## src/logic/lcd_pkg.sv

```systemverilog
package lcd_pkg;

    localparam int LINE_LEN = 20;
    localparam int TEXT_LEN = 32;

    // PCF8574 pin mapping, P7..P4 carry D7..D4
    typedef struct packed {
        logic [3:0] nibble;
        logic       bl;     // Backlight
        logic       en;     // LCD enable strobe
        logic       rw;
        logic       rs;     // 1 = character data
    } exp_fields_t;

    // Same byte seen as LCD pins or as the raw I2C payload
    typedef union packed {
        logic [7:0]  raw;
        exp_fields_t f;
    } exp_byte_u;

    // Settle time class applied after an item
    typedef enum logic [1:0] {
        wait_data,
        wait_cmd,
        wait_clear
    } wait_class_e;

    typedef struct packed {
        logic        rs;
        logic [7:0]  value;
        wait_class_e wait_sel;
    } lcd_item_t;

    // 4-bit init, 2 lines, display on, entry mode, clear, home
    localparam logic [0:6][7:0] INIT_CMDS = {
        8'h33, 8'h32, 8'h28, 8'h0C, 8'h06, 8'h01, 8'h80
    };

    localparam logic [7:0] LINE2_CMD = 8'hC0;  // DDRAM address 0x40

    localparam logic [0:TEXT_LEN-1][7:0] LCD_TEXT = {
        "    Hello World!    ",
        "  I2C LCD 20"
    };

endpackage

```

## src/logic/i2c_byte_master.sv

```systemverilog
`timescale 1ns/1ps

module i2c_byte_master import lcd_pkg::*; #(
    parameter logic [6:0] I2C_ADDR = 7'h27,
    parameter int         CLK_DIV  = 500
) (
    input  logic      clk,
    input  logic      rst,
    input  logic      start,
    input  exp_byte_u tx_byte,
    output logic      busy,
    output logic      done,
    output logic      scl,
    output logic      sda_out,
    output logic      sda_en
);

    localparam int CNT_W = $clog2(CLK_DIV);

    localparam logic [CNT_W-1:0] QTR       = CNT_W'(CLK_DIV / 4);
    localparam logic [CNT_W-1:0] THREE_QTR = CNT_W'(3 * CLK_DIV / 4);
    localparam logic [CNT_W-1:0] SDA_AT    = CNT_W'(CLK_DIV / 8);  // Well inside SCL low
    localparam logic [CNT_W-1:0] LAST      = CNT_W'(CLK_DIV - 1);

    typedef enum logic [1:0] {
        i2c_idle,
        i2c_start,
        i2c_bits,
        i2c_stop
    } i2c_state_e;

    i2c_state_e       state;
    logic [CNT_W-1:0] cnt;
    logic [3:0]       bit_cnt;   // 8 is the acknowledge slot
    logic             byte_sel;  // 0 address, 1 data
    logic [7:0]       shreg;
    exp_byte_u        data_buf;
    logic             tick_end;

    assign busy     = (state != i2c_idle);
    assign tick_end = (cnt == LAST);

    // Payload shifter
    always_ff @(posedge clk) begin
        if (state == i2c_idle && start) begin
            data_buf <= tx_byte;
            shreg    <= {I2C_ADDR, 1'b0};  // Write frame
        end else if (state == i2c_bits && tick_end) begin
            if (bit_cnt == 4'd8) begin
                shreg <= data_buf.raw;
            end else begin
                shreg <= {shreg[6:0], 1'b0};
            end
        end
    end

    always_ff @(posedge clk or posedge rst) begin
        if (rst) begin
            state    <= i2c_idle;
            cnt      <= '0;
            bit_cnt  <= '0;
            byte_sel <= 1'b0;
            scl      <= 1'b1;
            sda_out  <= 1'b1;
            sda_en   <= 1'b1;
            done     <= 1'b0;
        end else begin
            done <= 1'b0;
            cnt  <= tick_end ? '0 : cnt + 1'b1;
            case (state)
                i2c_idle: begin
                    cnt     <= '0;
                    scl     <= 1'b1;
                    sda_out <= 1'b1;
                    sda_en  <= 1'b1;
                    if (start) state <= i2c_start;
                end
                i2c_start: begin
                    if (cnt == QTR) sda_out <= 1'b0;  // SDA falls with SCL high
                    if (tick_end) begin
                        bit_cnt  <= '0;
                        byte_sel <= 1'b0;
                        state    <= i2c_bits;
                    end
                end
                i2c_bits: begin
                    scl <= (cnt >= QTR) && (cnt < THREE_QTR);
                    if (cnt == SDA_AT) begin
                        if (bit_cnt == 4'd8) begin
                            sda_en <= 1'b0;  // Release for the slave ACK
                        end else begin
                            sda_en  <= 1'b1;
                            sda_out <= shreg[7];
                        end
                    end
                    if (tick_end) begin
                        if (bit_cnt == 4'd8) begin
                            bit_cnt <= '0;
                            if (byte_sel) begin
                                state <= i2c_stop;
                            end else begin
                                byte_sel <= 1'b1;
                            end
                        end else begin
                            bit_cnt <= bit_cnt + 1'b1;
                        end
                    end
                end
                default: begin
                    scl <= (cnt >= QTR);  // SCL stays high into idle
                    if (cnt == SDA_AT) begin
                        sda_en  <= 1'b1;
                        sda_out <= 1'b0;
                    end
                    if (cnt == THREE_QTR) sda_out <= 1'b1;  // Stop condition
                    if (tick_end) begin
                        done  <= 1'b1;
                        state <= i2c_idle;
                    end
                end
            endcase
        end
    end

endmodule

```

## src/logic/lcd_bus_writer.sv

```systemverilog
`timescale 1ns/1ps

module lcd_bus_writer import lcd_pkg::*; #(
    parameter logic [6:0] I2C_ADDR   = 7'h27,
    parameter int         CLK_DIV    = 500,
    parameter int         CMD_WAIT   = 50000,
    parameter int         CLEAR_WAIT = 200000,
    parameter int         DATA_WAIT  = 10000
) (
    input  logic      clk,
    input  logic      rst,
    input  logic      empty,
    input  lcd_item_t pop_item,
    output logic      pop,
    output logic      scl,
    output logic      sda_out,
    output logic      sda_en
);

    localparam int MAX_CD   = (CLEAR_WAIT > CMD_WAIT) ? CLEAR_WAIT : CMD_WAIT;
    localparam int MAX_WAIT = (MAX_CD > DATA_WAIT) ? MAX_CD : DATA_WAIT;
    localparam int WAIT_W   = $clog2(MAX_WAIT + 1);

    typedef enum logic [1:0] {
        bw_idle,
        bw_send,
        bw_wait,
        bw_settle
    } bw_state_e;

    bw_state_e         state;
    lcd_item_t         item;
    logic [1:0]        phase;      // Frame 0..3 within the item
    logic [WAIT_W-1:0] settle_cnt;
    logic [WAIT_W-1:0] settle_load;
    logic              start;
    logic              busy;
    logic              done;
    exp_byte_u         tx_byte;

    assign pop   = (state == bw_idle) && !empty;
    assign start = (state == bw_send) && !busy;

    // Bit 1 of phase picks the nibble, bit 0 drops E
    always_comb begin
        tx_byte.f.nibble = phase[1] ? item.value[3:0] : item.value[7:4];
        tx_byte.f.bl     = 1'b1;
        tx_byte.f.en     = ~phase[0];
        tx_byte.f.rw     = 1'b0;
        tx_byte.f.rs     = item.rs;
    end

    always_comb begin
        case (item.wait_sel)
            wait_clear: settle_load = WAIT_W'(CLEAR_WAIT);
            wait_cmd:   settle_load = WAIT_W'(CMD_WAIT);
            default:    settle_load = WAIT_W'(DATA_WAIT);
        endcase
    end

    always_ff @(posedge clk) begin
        if (pop) begin
            item <= pop_item;
        end
    end

    always_ff @(posedge clk or posedge rst) begin
        if (rst) begin
            state      <= bw_idle;
            phase      <= '0;
            settle_cnt <= '0;
        end else begin
            case (state)
                bw_idle: begin
                    if (pop) begin
                        phase <= '0;
                        state <= bw_send;
                    end
                end
                bw_send: begin
                    if (start) state <= bw_wait;
                end
                bw_wait: begin
                    if (done) begin
                        if (phase == 2'd3) begin
                            settle_cnt <= settle_load;  // Counted from the last stop
                            state      <= bw_settle;
                        end else begin
                            phase <= phase + 1'b1;
                            state <= bw_send;
                        end
                    end
                end
                default: begin
                    if (settle_cnt == '0) begin
                        state <= bw_idle;
                    end else begin
                        settle_cnt <= settle_cnt - 1'b1;
                    end
                end
            endcase
        end
    end

    i2c_byte_master #(
        .I2C_ADDR (I2C_ADDR),
        .CLK_DIV  (CLK_DIV)
    ) i_i2c_byte_master (
        .clk     (clk),
        .rst     (rst),
        .start   (start),
        .tx_byte (tx_byte),
        .busy    (busy),
        .done    (done),
        .scl     (scl),
        .sda_out (sda_out),
        .sda_en  (sda_en)
    );

endmodule

```

## src/logic/lcd_item_fifo.sv

```systemverilog
`timescale 1ns/1ps

module lcd_item_fifo import lcd_pkg::*; #(
    parameter int FIFO_DEPTH = 4
) (
    input  logic      clk,
    input  logic      rst,
    input  logic      push,
    input  lcd_item_t push_item,
    input  logic      pop,
    output lcd_item_t pop_item,
    output logic      full,
    output logic      empty
);

    localparam int PTR_W = (FIFO_DEPTH > 1) ? $clog2(FIFO_DEPTH) : 1;
    localparam int CNT_W = $clog2(FIFO_DEPTH + 1);

    lcd_item_t        mem [FIFO_DEPTH];
    logic [PTR_W-1:0] wr_ptr;
    logic [PTR_W-1:0] rd_ptr;
    logic [CNT_W-1:0] count;
    logic             wr_en;
    logic             rd_en;

    // Wrap explicitly so any depth works
    function automatic logic [PTR_W-1:0] next_ptr(input logic [PTR_W-1:0] ptr);
        return (ptr == PTR_W'(FIFO_DEPTH - 1)) ? '0 : ptr + 1'b1;
    endfunction

    assign wr_en = push && !full;
    assign rd_en = pop && !empty;

    always_ff @(posedge clk) begin
        if (wr_en) begin
            mem[wr_ptr] <= push_item;
        end
    end

    always_ff @(posedge clk or posedge rst) begin
        if (rst) begin
            wr_ptr <= '0;
            rd_ptr <= '0;
            count  <= '0;
        end else begin
            if (wr_en) wr_ptr <= next_ptr(wr_ptr);
            if (rd_en) rd_ptr <= next_ptr(rd_ptr);
            case ({wr_en, rd_en})
                2'b10:   count <= count + 1'b1;
                2'b01:   count <= count - 1'b1;
                default: ;  // Both or neither, level unchanged
            endcase
        end
    end

    assign pop_item = mem[rd_ptr];
    assign full     = (count == CNT_W'(FIFO_DEPTH));
    assign empty    = (count == '0);

endmodule

```

## src/logic/lcd_sequencer.sv

```systemverilog
`timescale 1ns/1ps

module lcd_sequencer import lcd_pkg::*; #(
    parameter int POWERUP_CYCLES = 5000000
) (
    input  logic      clk,
    input  logic      rst,
    input  logic      full,
    output logic      push,
    output lcd_item_t push_item
);

    localparam int INIT_LEN   = $bits(INIT_CMDS) / 8;
    localparam int ITEM_COUNT = INIT_LEN + TEXT_LEN + 1;  // Text plus line-2 command
    localparam int PWR_W      = $clog2(POWERUP_CYCLES + 1);
    localparam int IDX_W      = $clog2(ITEM_COUNT + 1);
    localparam int INIT_W     = $clog2(INIT_LEN);
    localparam int TXT_W      = $clog2(TEXT_LEN);

    localparam logic [IDX_W-1:0] FIRST_CHAR = IDX_W'(INIT_LEN);
    localparam logic [IDX_W-1:0] LINE2_IDX  = IDX_W'(INIT_LEN + LINE_LEN);
    localparam logic [IDX_W-1:0] LAST_IDX   = IDX_W'(ITEM_COUNT - 1);

    typedef enum logic [1:0] {
        seq_wait,
        seq_run,
        seq_done
    } seq_state_e;

    seq_state_e       state;
    logic [PWR_W-1:0] pwr_cnt;
    logic [IDX_W-1:0] idx;
    logic [IDX_W-1:0] text_idx;

    always_ff @(posedge clk or posedge rst) begin
        if (rst) begin
            state   <= seq_wait;
            pwr_cnt <= '0;
            idx     <= '0;
        end else begin
            case (state)
                seq_wait: begin
                    // LCD controller needs time after power-up
                    if (pwr_cnt == PWR_W'(POWERUP_CYCLES - 1)) begin
                        state <= seq_run;
                    end else begin
                        pwr_cnt <= pwr_cnt + 1'b1;
                    end
                end
                seq_run: begin
                    if (push) begin
                        idx <= idx + 1'b1;
                        if (idx == LAST_IDX) begin
                            state <= seq_done;
                        end
                    end
                end
                default: ;  // Stays silent until reset
            endcase
        end
    end

    assign push = (state == seq_run) && !full;  // Hold place while FIFO is full

    // Skip over the line-2 command slot for the second line
    assign text_idx = (idx < LINE2_IDX) ? idx - FIRST_CHAR : idx - FIRST_CHAR - 1'b1;

    always_comb begin
        push_item.rs       = 1'b1;
        push_item.value    = LCD_TEXT[text_idx[TXT_W-1:0]];
        push_item.wait_sel = wait_data;
        if (idx < FIRST_CHAR) begin
            push_item.rs       = 1'b0;
            push_item.value    = INIT_CMDS[idx[INIT_W-1:0]];
            push_item.wait_sel = (push_item.value == 8'h01) ? wait_clear : wait_cmd;
        end else if (idx == LINE2_IDX) begin
            push_item.rs       = 1'b0;
            push_item.value    = LINE2_CMD;
            push_item.wait_sel = wait_cmd;
        end
    end

endmodule

```

## src/logic/lcd_i2c_top.sv

```systemverilog
`timescale 1ns/1ps

module lcd_i2c_top import lcd_pkg::*; #(
    parameter logic [6:0] I2C_ADDR       = 7'h27,
    parameter int         CLK_DIV        = 500,
    parameter int         POWERUP_CYCLES = 5000000,  // 50 ms at 100 MHz
    parameter int         CMD_WAIT       = 50000,
    parameter int         CLEAR_WAIT     = 200000,
    parameter int         DATA_WAIT      = 10000,
    parameter int         FIFO_DEPTH     = 4
) (
    input  logic clk,
    input  logic rst,
    output logic scl,
    output logic sda_out,
    output logic sda_en
);

    logic      push;
    logic      pop;
    logic      full;
    logic      empty;
    lcd_item_t push_item;
    lcd_item_t pop_item;

    lcd_sequencer #(
        .POWERUP_CYCLES (POWERUP_CYCLES)
    ) i_lcd_sequencer (
        .clk       (clk),
        .rst       (rst),
        .full      (full),
        .push      (push),
        .push_item (push_item)
    );

    lcd_item_fifo #(
        .FIFO_DEPTH (FIFO_DEPTH)
    ) i_lcd_item_fifo (
        .clk       (clk),
        .rst       (rst),
        .push      (push),
        .push_item (push_item),
        .pop       (pop),
        .pop_item  (pop_item),
        .full      (full),
        .empty     (empty)
    );

    lcd_bus_writer #(
        .I2C_ADDR   (I2C_ADDR),
        .CLK_DIV    (CLK_DIV),
        .CMD_WAIT   (CMD_WAIT),
        .CLEAR_WAIT (CLEAR_WAIT),
        .DATA_WAIT  (DATA_WAIT)
    ) i_lcd_bus_writer (
        .clk      (clk),
        .rst      (rst),
        .empty    (empty),
        .pop_item (pop_item),
        .pop      (pop),
        .scl      (scl),
        .sda_out  (sda_out),
        .sda_en   (sda_en)
    );

endmodule

```

## config.mk

```make
export PLATFORM = sky130hd
export DESIGN_NAME = lcd_i2c_top
export DESIGN_NICKNAME = d
export VERILOG_FILES = /design/src/logic/lcd_pkg.sv /design/src/logic/i2c_byte_master.sv /design/src/logic/lcd_bus_writer.sv /design/src/logic/lcd_item_fifo.sv /design/src/logic/lcd_sequencer.sv /design/src/logic/lcd_i2c_top.sv
export SDC_FILE = /design/constraint.sdc
export NUM_CORES = 1
export LEC_CHECK = 0
export BUFFER_PORTS_ARGS = -buffer_cell sky130_fd_sc_hd__buf_2
export CAP_MARGIN = 10
export CORE_MARGIN = 5
export CORE_UTILIZATION = 39
export CTS_CLUSTER_SIZE = 40
export DETAILED_ROUTE_END_ITERATION = 7
export GPL_TIMING_DRIVEN = 0
export HOLD_SLACK_MARGIN = 0.08
export PLACE_DENSITY_LB_ADDON = 0.12
export REMOVE_ABC_BUFFERS = 1
export SYNTH_ARGS = -nofsm -noshare
export SYNTH_HDL_FRONTEND = slang
export SYNTH_SLANG_ARGS = --single-unit
```

## constraint.sdc

```tcl
create_clock -name clk -period 4.1 [get_ports clk]
set_clock_uncertainty 0.2 [all_clocks]
set_input_delay 0.41 -clock clk [delete_from_list [all_inputs] [get_ports clk]]
set_output_delay 0.41 -clock clk [all_outputs]
set_load 0.02 [all_outputs]
```

# Word level (Yosys, flattened, before mapping)
# Memories as Yosys holds them, arrays and structs flattened. A register that Yosys moved wholly into a read port is not among the register bits.
# Index checks and enable logic that the tools add are counted.
# totals
reg_bits,94
latchBits,0
mem_bits_rw,44
rom_bits,320
input_bits,2
out_inout_bits,3
elab_cells,187
memories,3
# op_classes
add_sub_neg,12
multipliers,0
div,0
n_lt_le_gt_ge,6
eq_ne,39
shift,0
mux,64
n_bitwise,6
reduce_logical,38
# mem_list
name,depth,word_bits,read_ports,rd_clocked_by_memory_dff,wr,line_no,text
(name not given),32,8,1,0,0,lcd_sequencer.sv:70,push_item.value = LCD_TEXT[text_idx[TXT_W-1:0]];
(name not given),8,8,1,0,0,lcd_sequencer.sv:74,push_item.value = INIT_CMDS[idx[INIT_W-1:0]];
i_lcd_item_fifo.mem,4,11,1,1,1,lcd_item_fifo.sv:19,lcd_item_t mem [FIFO_DEPTH];
# ops
cell,count
case mux 18 bit (2 select lines),2
2-to-1 mux 18 bit,3
2-to-1 mux 2 bit,20
2-to-1 mux 8 bit,5
AND reduction 4 bit,6
adder 23 x 1 -> 23 bit (second input constant),1
== test 23 bit (second input constant),1
2-to-1 mux 11 bit,2
inequality test 2 bit (second input constant),11
== test 9 bit (second input constant),2
logical NOT 18 bit,1
2-to-1 mux 9 bit,2
subtractor 18 x 1 -> 18 bit (second input constant),1
2-to-1 mux 4 bit,4
2-to-1 mux 1 bit,15
== test 2 bit (second input constant),7
nonzero test 2 bit,7
inequality test 2 x 1 -> 1 bit (second input constant),6
case mux 2 bit (3 select lines),2
== test 2 x 1 -> 1 bit (second input constant),5
adder 9 x 1 -> 9 bit (second input constant),1
== test 9 x 6 -> 1 bit (second input constant),1
== test 9 x 7 -> 1 bit (second input constant),1
greater-or-equal comparator 9 x 7 -> 1 bit (second input constant),1
36 further kinds,58

# Logic depth before layout (Yosys ltp)
# depth
ltp_word,9
depth_mapped,12

# Cells and area by module
# From an unflattened synthesis, not the netlist that was laid out.
# hier_totals
cells_unflattened,730
area_unflattened_um2,8071.5
# by_module_without_submodules
mod,n_inst,cells_each,area_per_inst_um2
lcd_sequencer,1,271,2376.0
lcd_item_fifo,1,98,2079.5
lcd_bus_writer,1,178,1824.2
i2c_byte_master,1,183,1791.7

# Least setup slack after synthesis
# Ideal clock, no wire load.
# synth_path
path_type,register -> register
startpoint,reg i_lcd_sequencer.idx[2]
endpoint,"mem i_lcd_item_fifo.mem[0][3] (netlist bit), data pin"
t_arrival_ps,2757
setup_slack_ps,917
stages_incl_launch_ff,12
path_buffers,3
cell_sequence,dfrtp_1 > clkbuf_1 > inv_1 > ha_1 > buf_2 > nor2b_1 > a221oi_2 > buf_4 > a211oi_1 > o31ai_2 > nor2_1 > o32ai_1
# synth_rtl
item,line_no,text
from (decl),lcd_sequencer.sv:32,logic [IDX_W-1:0] idx;
from (signal assigned),lcd_sequencer.sv:52,idx <= idx + 1'b1;
to (decl),lcd_item_fifo.sv:19,

==> impl_metrics.tcl <==
set metrics [dict create \
    status "complete, no violations" \
    hold_violations 0 \
    first_pass_iters 4 \
    netlist_area_mm2 0.007696 \
    arrival_ns 3.86 \
    syn-instance-count 702 \
    yosysWarnings 0 \
    cts_buffers 17 \
    diodes 0 \
    rsz0062_at_grt "false" \
    endpoint_kind "flop" \
    required_ns 4.08 \
    cts_max_path_buffers 2 \
    period_needed_ns 3.875 \
    wirelength_um 15010 \
    rows 51 \
    die_y_um 150.5 \
    async_reset_ff_share_pct 53.69 \
    ys_seq_elements 149 \
    grt_usage_pct 14.23 \
    yosysTopAreaCell "dfrtp_1" \
    globalRouteOverflowTotal 0 \
    vdd_drop_max_v 0.0002574 \
    synthFlopType "dfrtp_1" \
    worst_r2r_path_depth 9 \
    drc 0 \
    cts_sinks 149 \
    grt_start_max_net_pins 47 \
    drv_cap 0 \
    vias 5208 \
    fp.coreArea_mm2 0.01946 \
    io_buffers 4 \
    ant_nets 0 \
    maxSlewHeadroom_pct 35.58 \
    htreeDepth 4 \
    yosys-top-cells-count "dfrtp_1, edfxtp_1, nand2_1" \
    ys_types 72 \
    worst-setup-path-type "flop to flop" \
    synth_top_cell_area_share_pct 25.04 \
    fin_crit_sh_pct 94.52 \
    start_util_pct 39.54 \
    synth_edf_count 61 \
    hold_end "i_lcd_bus_writer.i_i2c_byte_master.data_buf[0]$_DFFE_PP_" \
    via_per_inst 5.314 \
    critPathLaunchType "flop" \
    crit_path_max_fanout 11 \
    drive_gt1_share_pct 11.05 \
    final_nets 737 \
    fin_area_mm2 0.008598 \
    area_delta_synth_final_pct 11.72 \
    grt_pass1_wl_um 25900 \
    worstHoldPathType "flop to flop" \
    hold_ws_ns 0.2243 \
    dieArea_mm2 0.02264 \
    r2r_end "i_lcd_item_fifo.mem[0][3]$_DFFE_PP_" \
    power.density_mw_per_mm2 359.3 \
    p_leak_nw 3.362 \
    grt_pass1_vias 5314 \
    place_hpwl_um 10270 \
    ys_seq_area_share_pct 51.94 \
    antenna_found_initial 0 \
    setup_viol 0 \
    avgSynthCellArea_um2 10.96 \
    tightest_slew_ns 0.9643 \
    max_freq_ghz 0.2580 \
    worstHoldStart "i_lcd_bus_writer.item[10]$_DFFE_PP_" \
    clk_latency_ns 0.42 \
    synthTopCellsByArea "dfrtp_1, edfxtp_1, ha_1, xnor2_1, mux4_2" \
    die_width_um 150.5 \
    clockRootBuffer "clkbuf_16" \
    place_area_mm2 0.007983 \
    clk_pin_slew_ns 0.06 \
    fin_setup_tns_ns 0 \
    wl_per_cell_um 15.32 \
    yosysMostFrequentCell "dfrtp_1" \
    cts_tree "done" \
    drt_iter0_markers 309 \
    ios 5 \
    reg2reg_slack_ns 0.22 \
    slew_viol_final 0 \
    fin_util_pct 44.18 \
    min_path_cells 0 \
    r2r-start "i_lcd_sequencer.idx[0]$_DFFE_PP0P_" \
    gp_congestion 0.8049 \
]
-- cells by family after synthesis --
family | count (synthesis) | share of synthesized area (%)
simple gates | 249 | 16.19
flops | 149 | 51.94
compound gates | 131 | 11.84
buf+inv | 64 | 3.430
xor+xnor | 45 | 5.121
fa+ha+maj | 34 | 5.593
mux | 30 | 5.885
-- where the power goes --
group / internal (W) / switching [W] / total (W)
Sequential: 0.00154 / 0 / 0.00154
Clock: 0.000900 / 0.000627 / 0.00153
Combinational: 0.00000391 / 0.0000163 / 0.0000202
Total: 0.00245 / 0.000643 / 0.00309
-- sequential cells by signal, summed over array words and instances (netlist names), 3 cells and up --
register / flops
i_lcd_item_fifo.mem: 44
i_lcd_sequencer.pwr_cnt: 23
i_lcd_bus_writer.settle_cnt: 18
i_lcd_bus_writer.item: 11
i_lcd_bus_writer.i_i2c_byte_master.cnt: 9
i_lcd_bus_writer.i_i2c_byte_master.shreg: 8
i_lcd_bus_writer.i_i2c_byte_master.data_buf: 6
i_lcd_sequencer.idx: 6
i_lcd_bus_writer.i_i2c_byte_master.bit_cnt: 4
i_lcd_item_fifo.count: 3
-- worst max-delay path: stages, from the launching register on --
cell      delay [ns]
dfrtp_1         0.55
ha_2            0.39
inv_1           0.09
ha_1            0.45
nor2b_1         0.25
a221oi_4        0.62
a211oi_1        0.19
o31ai_2         0.36
nor2_1          0.11
o32ai_2         0.41
-- layout make-up --
cell class	instances	area (µm²)
fill	1828	10860
sequential	149	3998
multi-input combinational	489	3470
clock buffer	18	429.2
tap	265	331.6
clock inverter	14	155.1
inverter	37	141.4
timing repair buffer	8	73.82
-- per-stage QoR --
| step | power, W | setup WS (ns) | cells |
|---|---|---|---|
| floorplan | 0.001584 | 0.6820 | 675 |
| global placement | 0.001589 | -0.1180 | 944 |
| CTS | 0.003127 | 0.008839 | 980 |
| global route | 0.003197 | 0.02489 | 980 |
| finish | 0.003089 | 0.2247 | 980 |
| detailed placement | 0.001593 | -0.2039 | 947 |
-- routing by layer --
layer  GRT usage (%)  part of all wire (%)  vias to the layer above
li1                -                     -                     2567
met1           18.12                    48                     2581
met2           24.02                    49                       45
met3           3.010                   2.0                       15
met4           4.986                   1.4                        0
met5               0                     0                        -
-- repair_timing --
action / 4_1_cts / 5_1_grt
hold buffers: 1 / 0
resized for setup: 1 / 2
setup buffers: 0 / 0
gates cloned: 0 / 0
endpoints found under the setup margin: 4 / 8
hold endpoints to repair: 34 / 0
-- layout by cell type (no fill, tap or decap), drive strengths merged, types with 8 or more instances in the layout --
cell type / instances
dfrtp: 77
edfxtp: 61
nand2: 60
nor2: 59
inv: 38
o21ai: 34
ha: 32
a21oi: 31
nand3: 29
xnor2: 29
nor3: 25
clkbuf: 18
xor2: 16
and3: 13
mux2: 12
mux4: 11
and2: 11
nand4: 10
a211oi: 10
nor4: 10
nor2b: 9
or3: 8
dfxtp: 8
-- worst max-delay path by stage --
stage                                        from                                   to  slack [ns]
3_3_place_gp   i_lcd_sequencer.idx[0]$_DFFE_PP0P_  i_lcd_item_fifo.mem[0][3]$_DFFE_PP_       -0.12
5_1_grt        i_lcd_sequencer.idx[0]$_DFFE_PP0P_  i_lcd_item_fifo.mem[0][3]$_DFFE_PP_        0.02
3_5_place_dp   i_lcd_sequencer.idx[0]$_DFFE_PP0P_  i_lcd_item_fifo.mem[3][3]$_DFFE_PP_       -0.20
2_1_floorplan  i_lcd_sequencer.idx[0]$_DFFE_PP0P_  i_lcd_item_fifo.mem[0][3]$_DFFE_PP_        0.68
6_report       i_lcd_sequencer.idx[0]$_DFFE_PP0P_  i_lcd_item_fifo.mem[0][3]$_DFFE_PP_        0.22
4_1_cts        i_lcd_sequencer.idx[0]$_DFFE_PP0P_  i_lcd_item_fifo.mem[0][3]$_DFFE_PP_       0.009
Power figures use the tool's default switching activity.
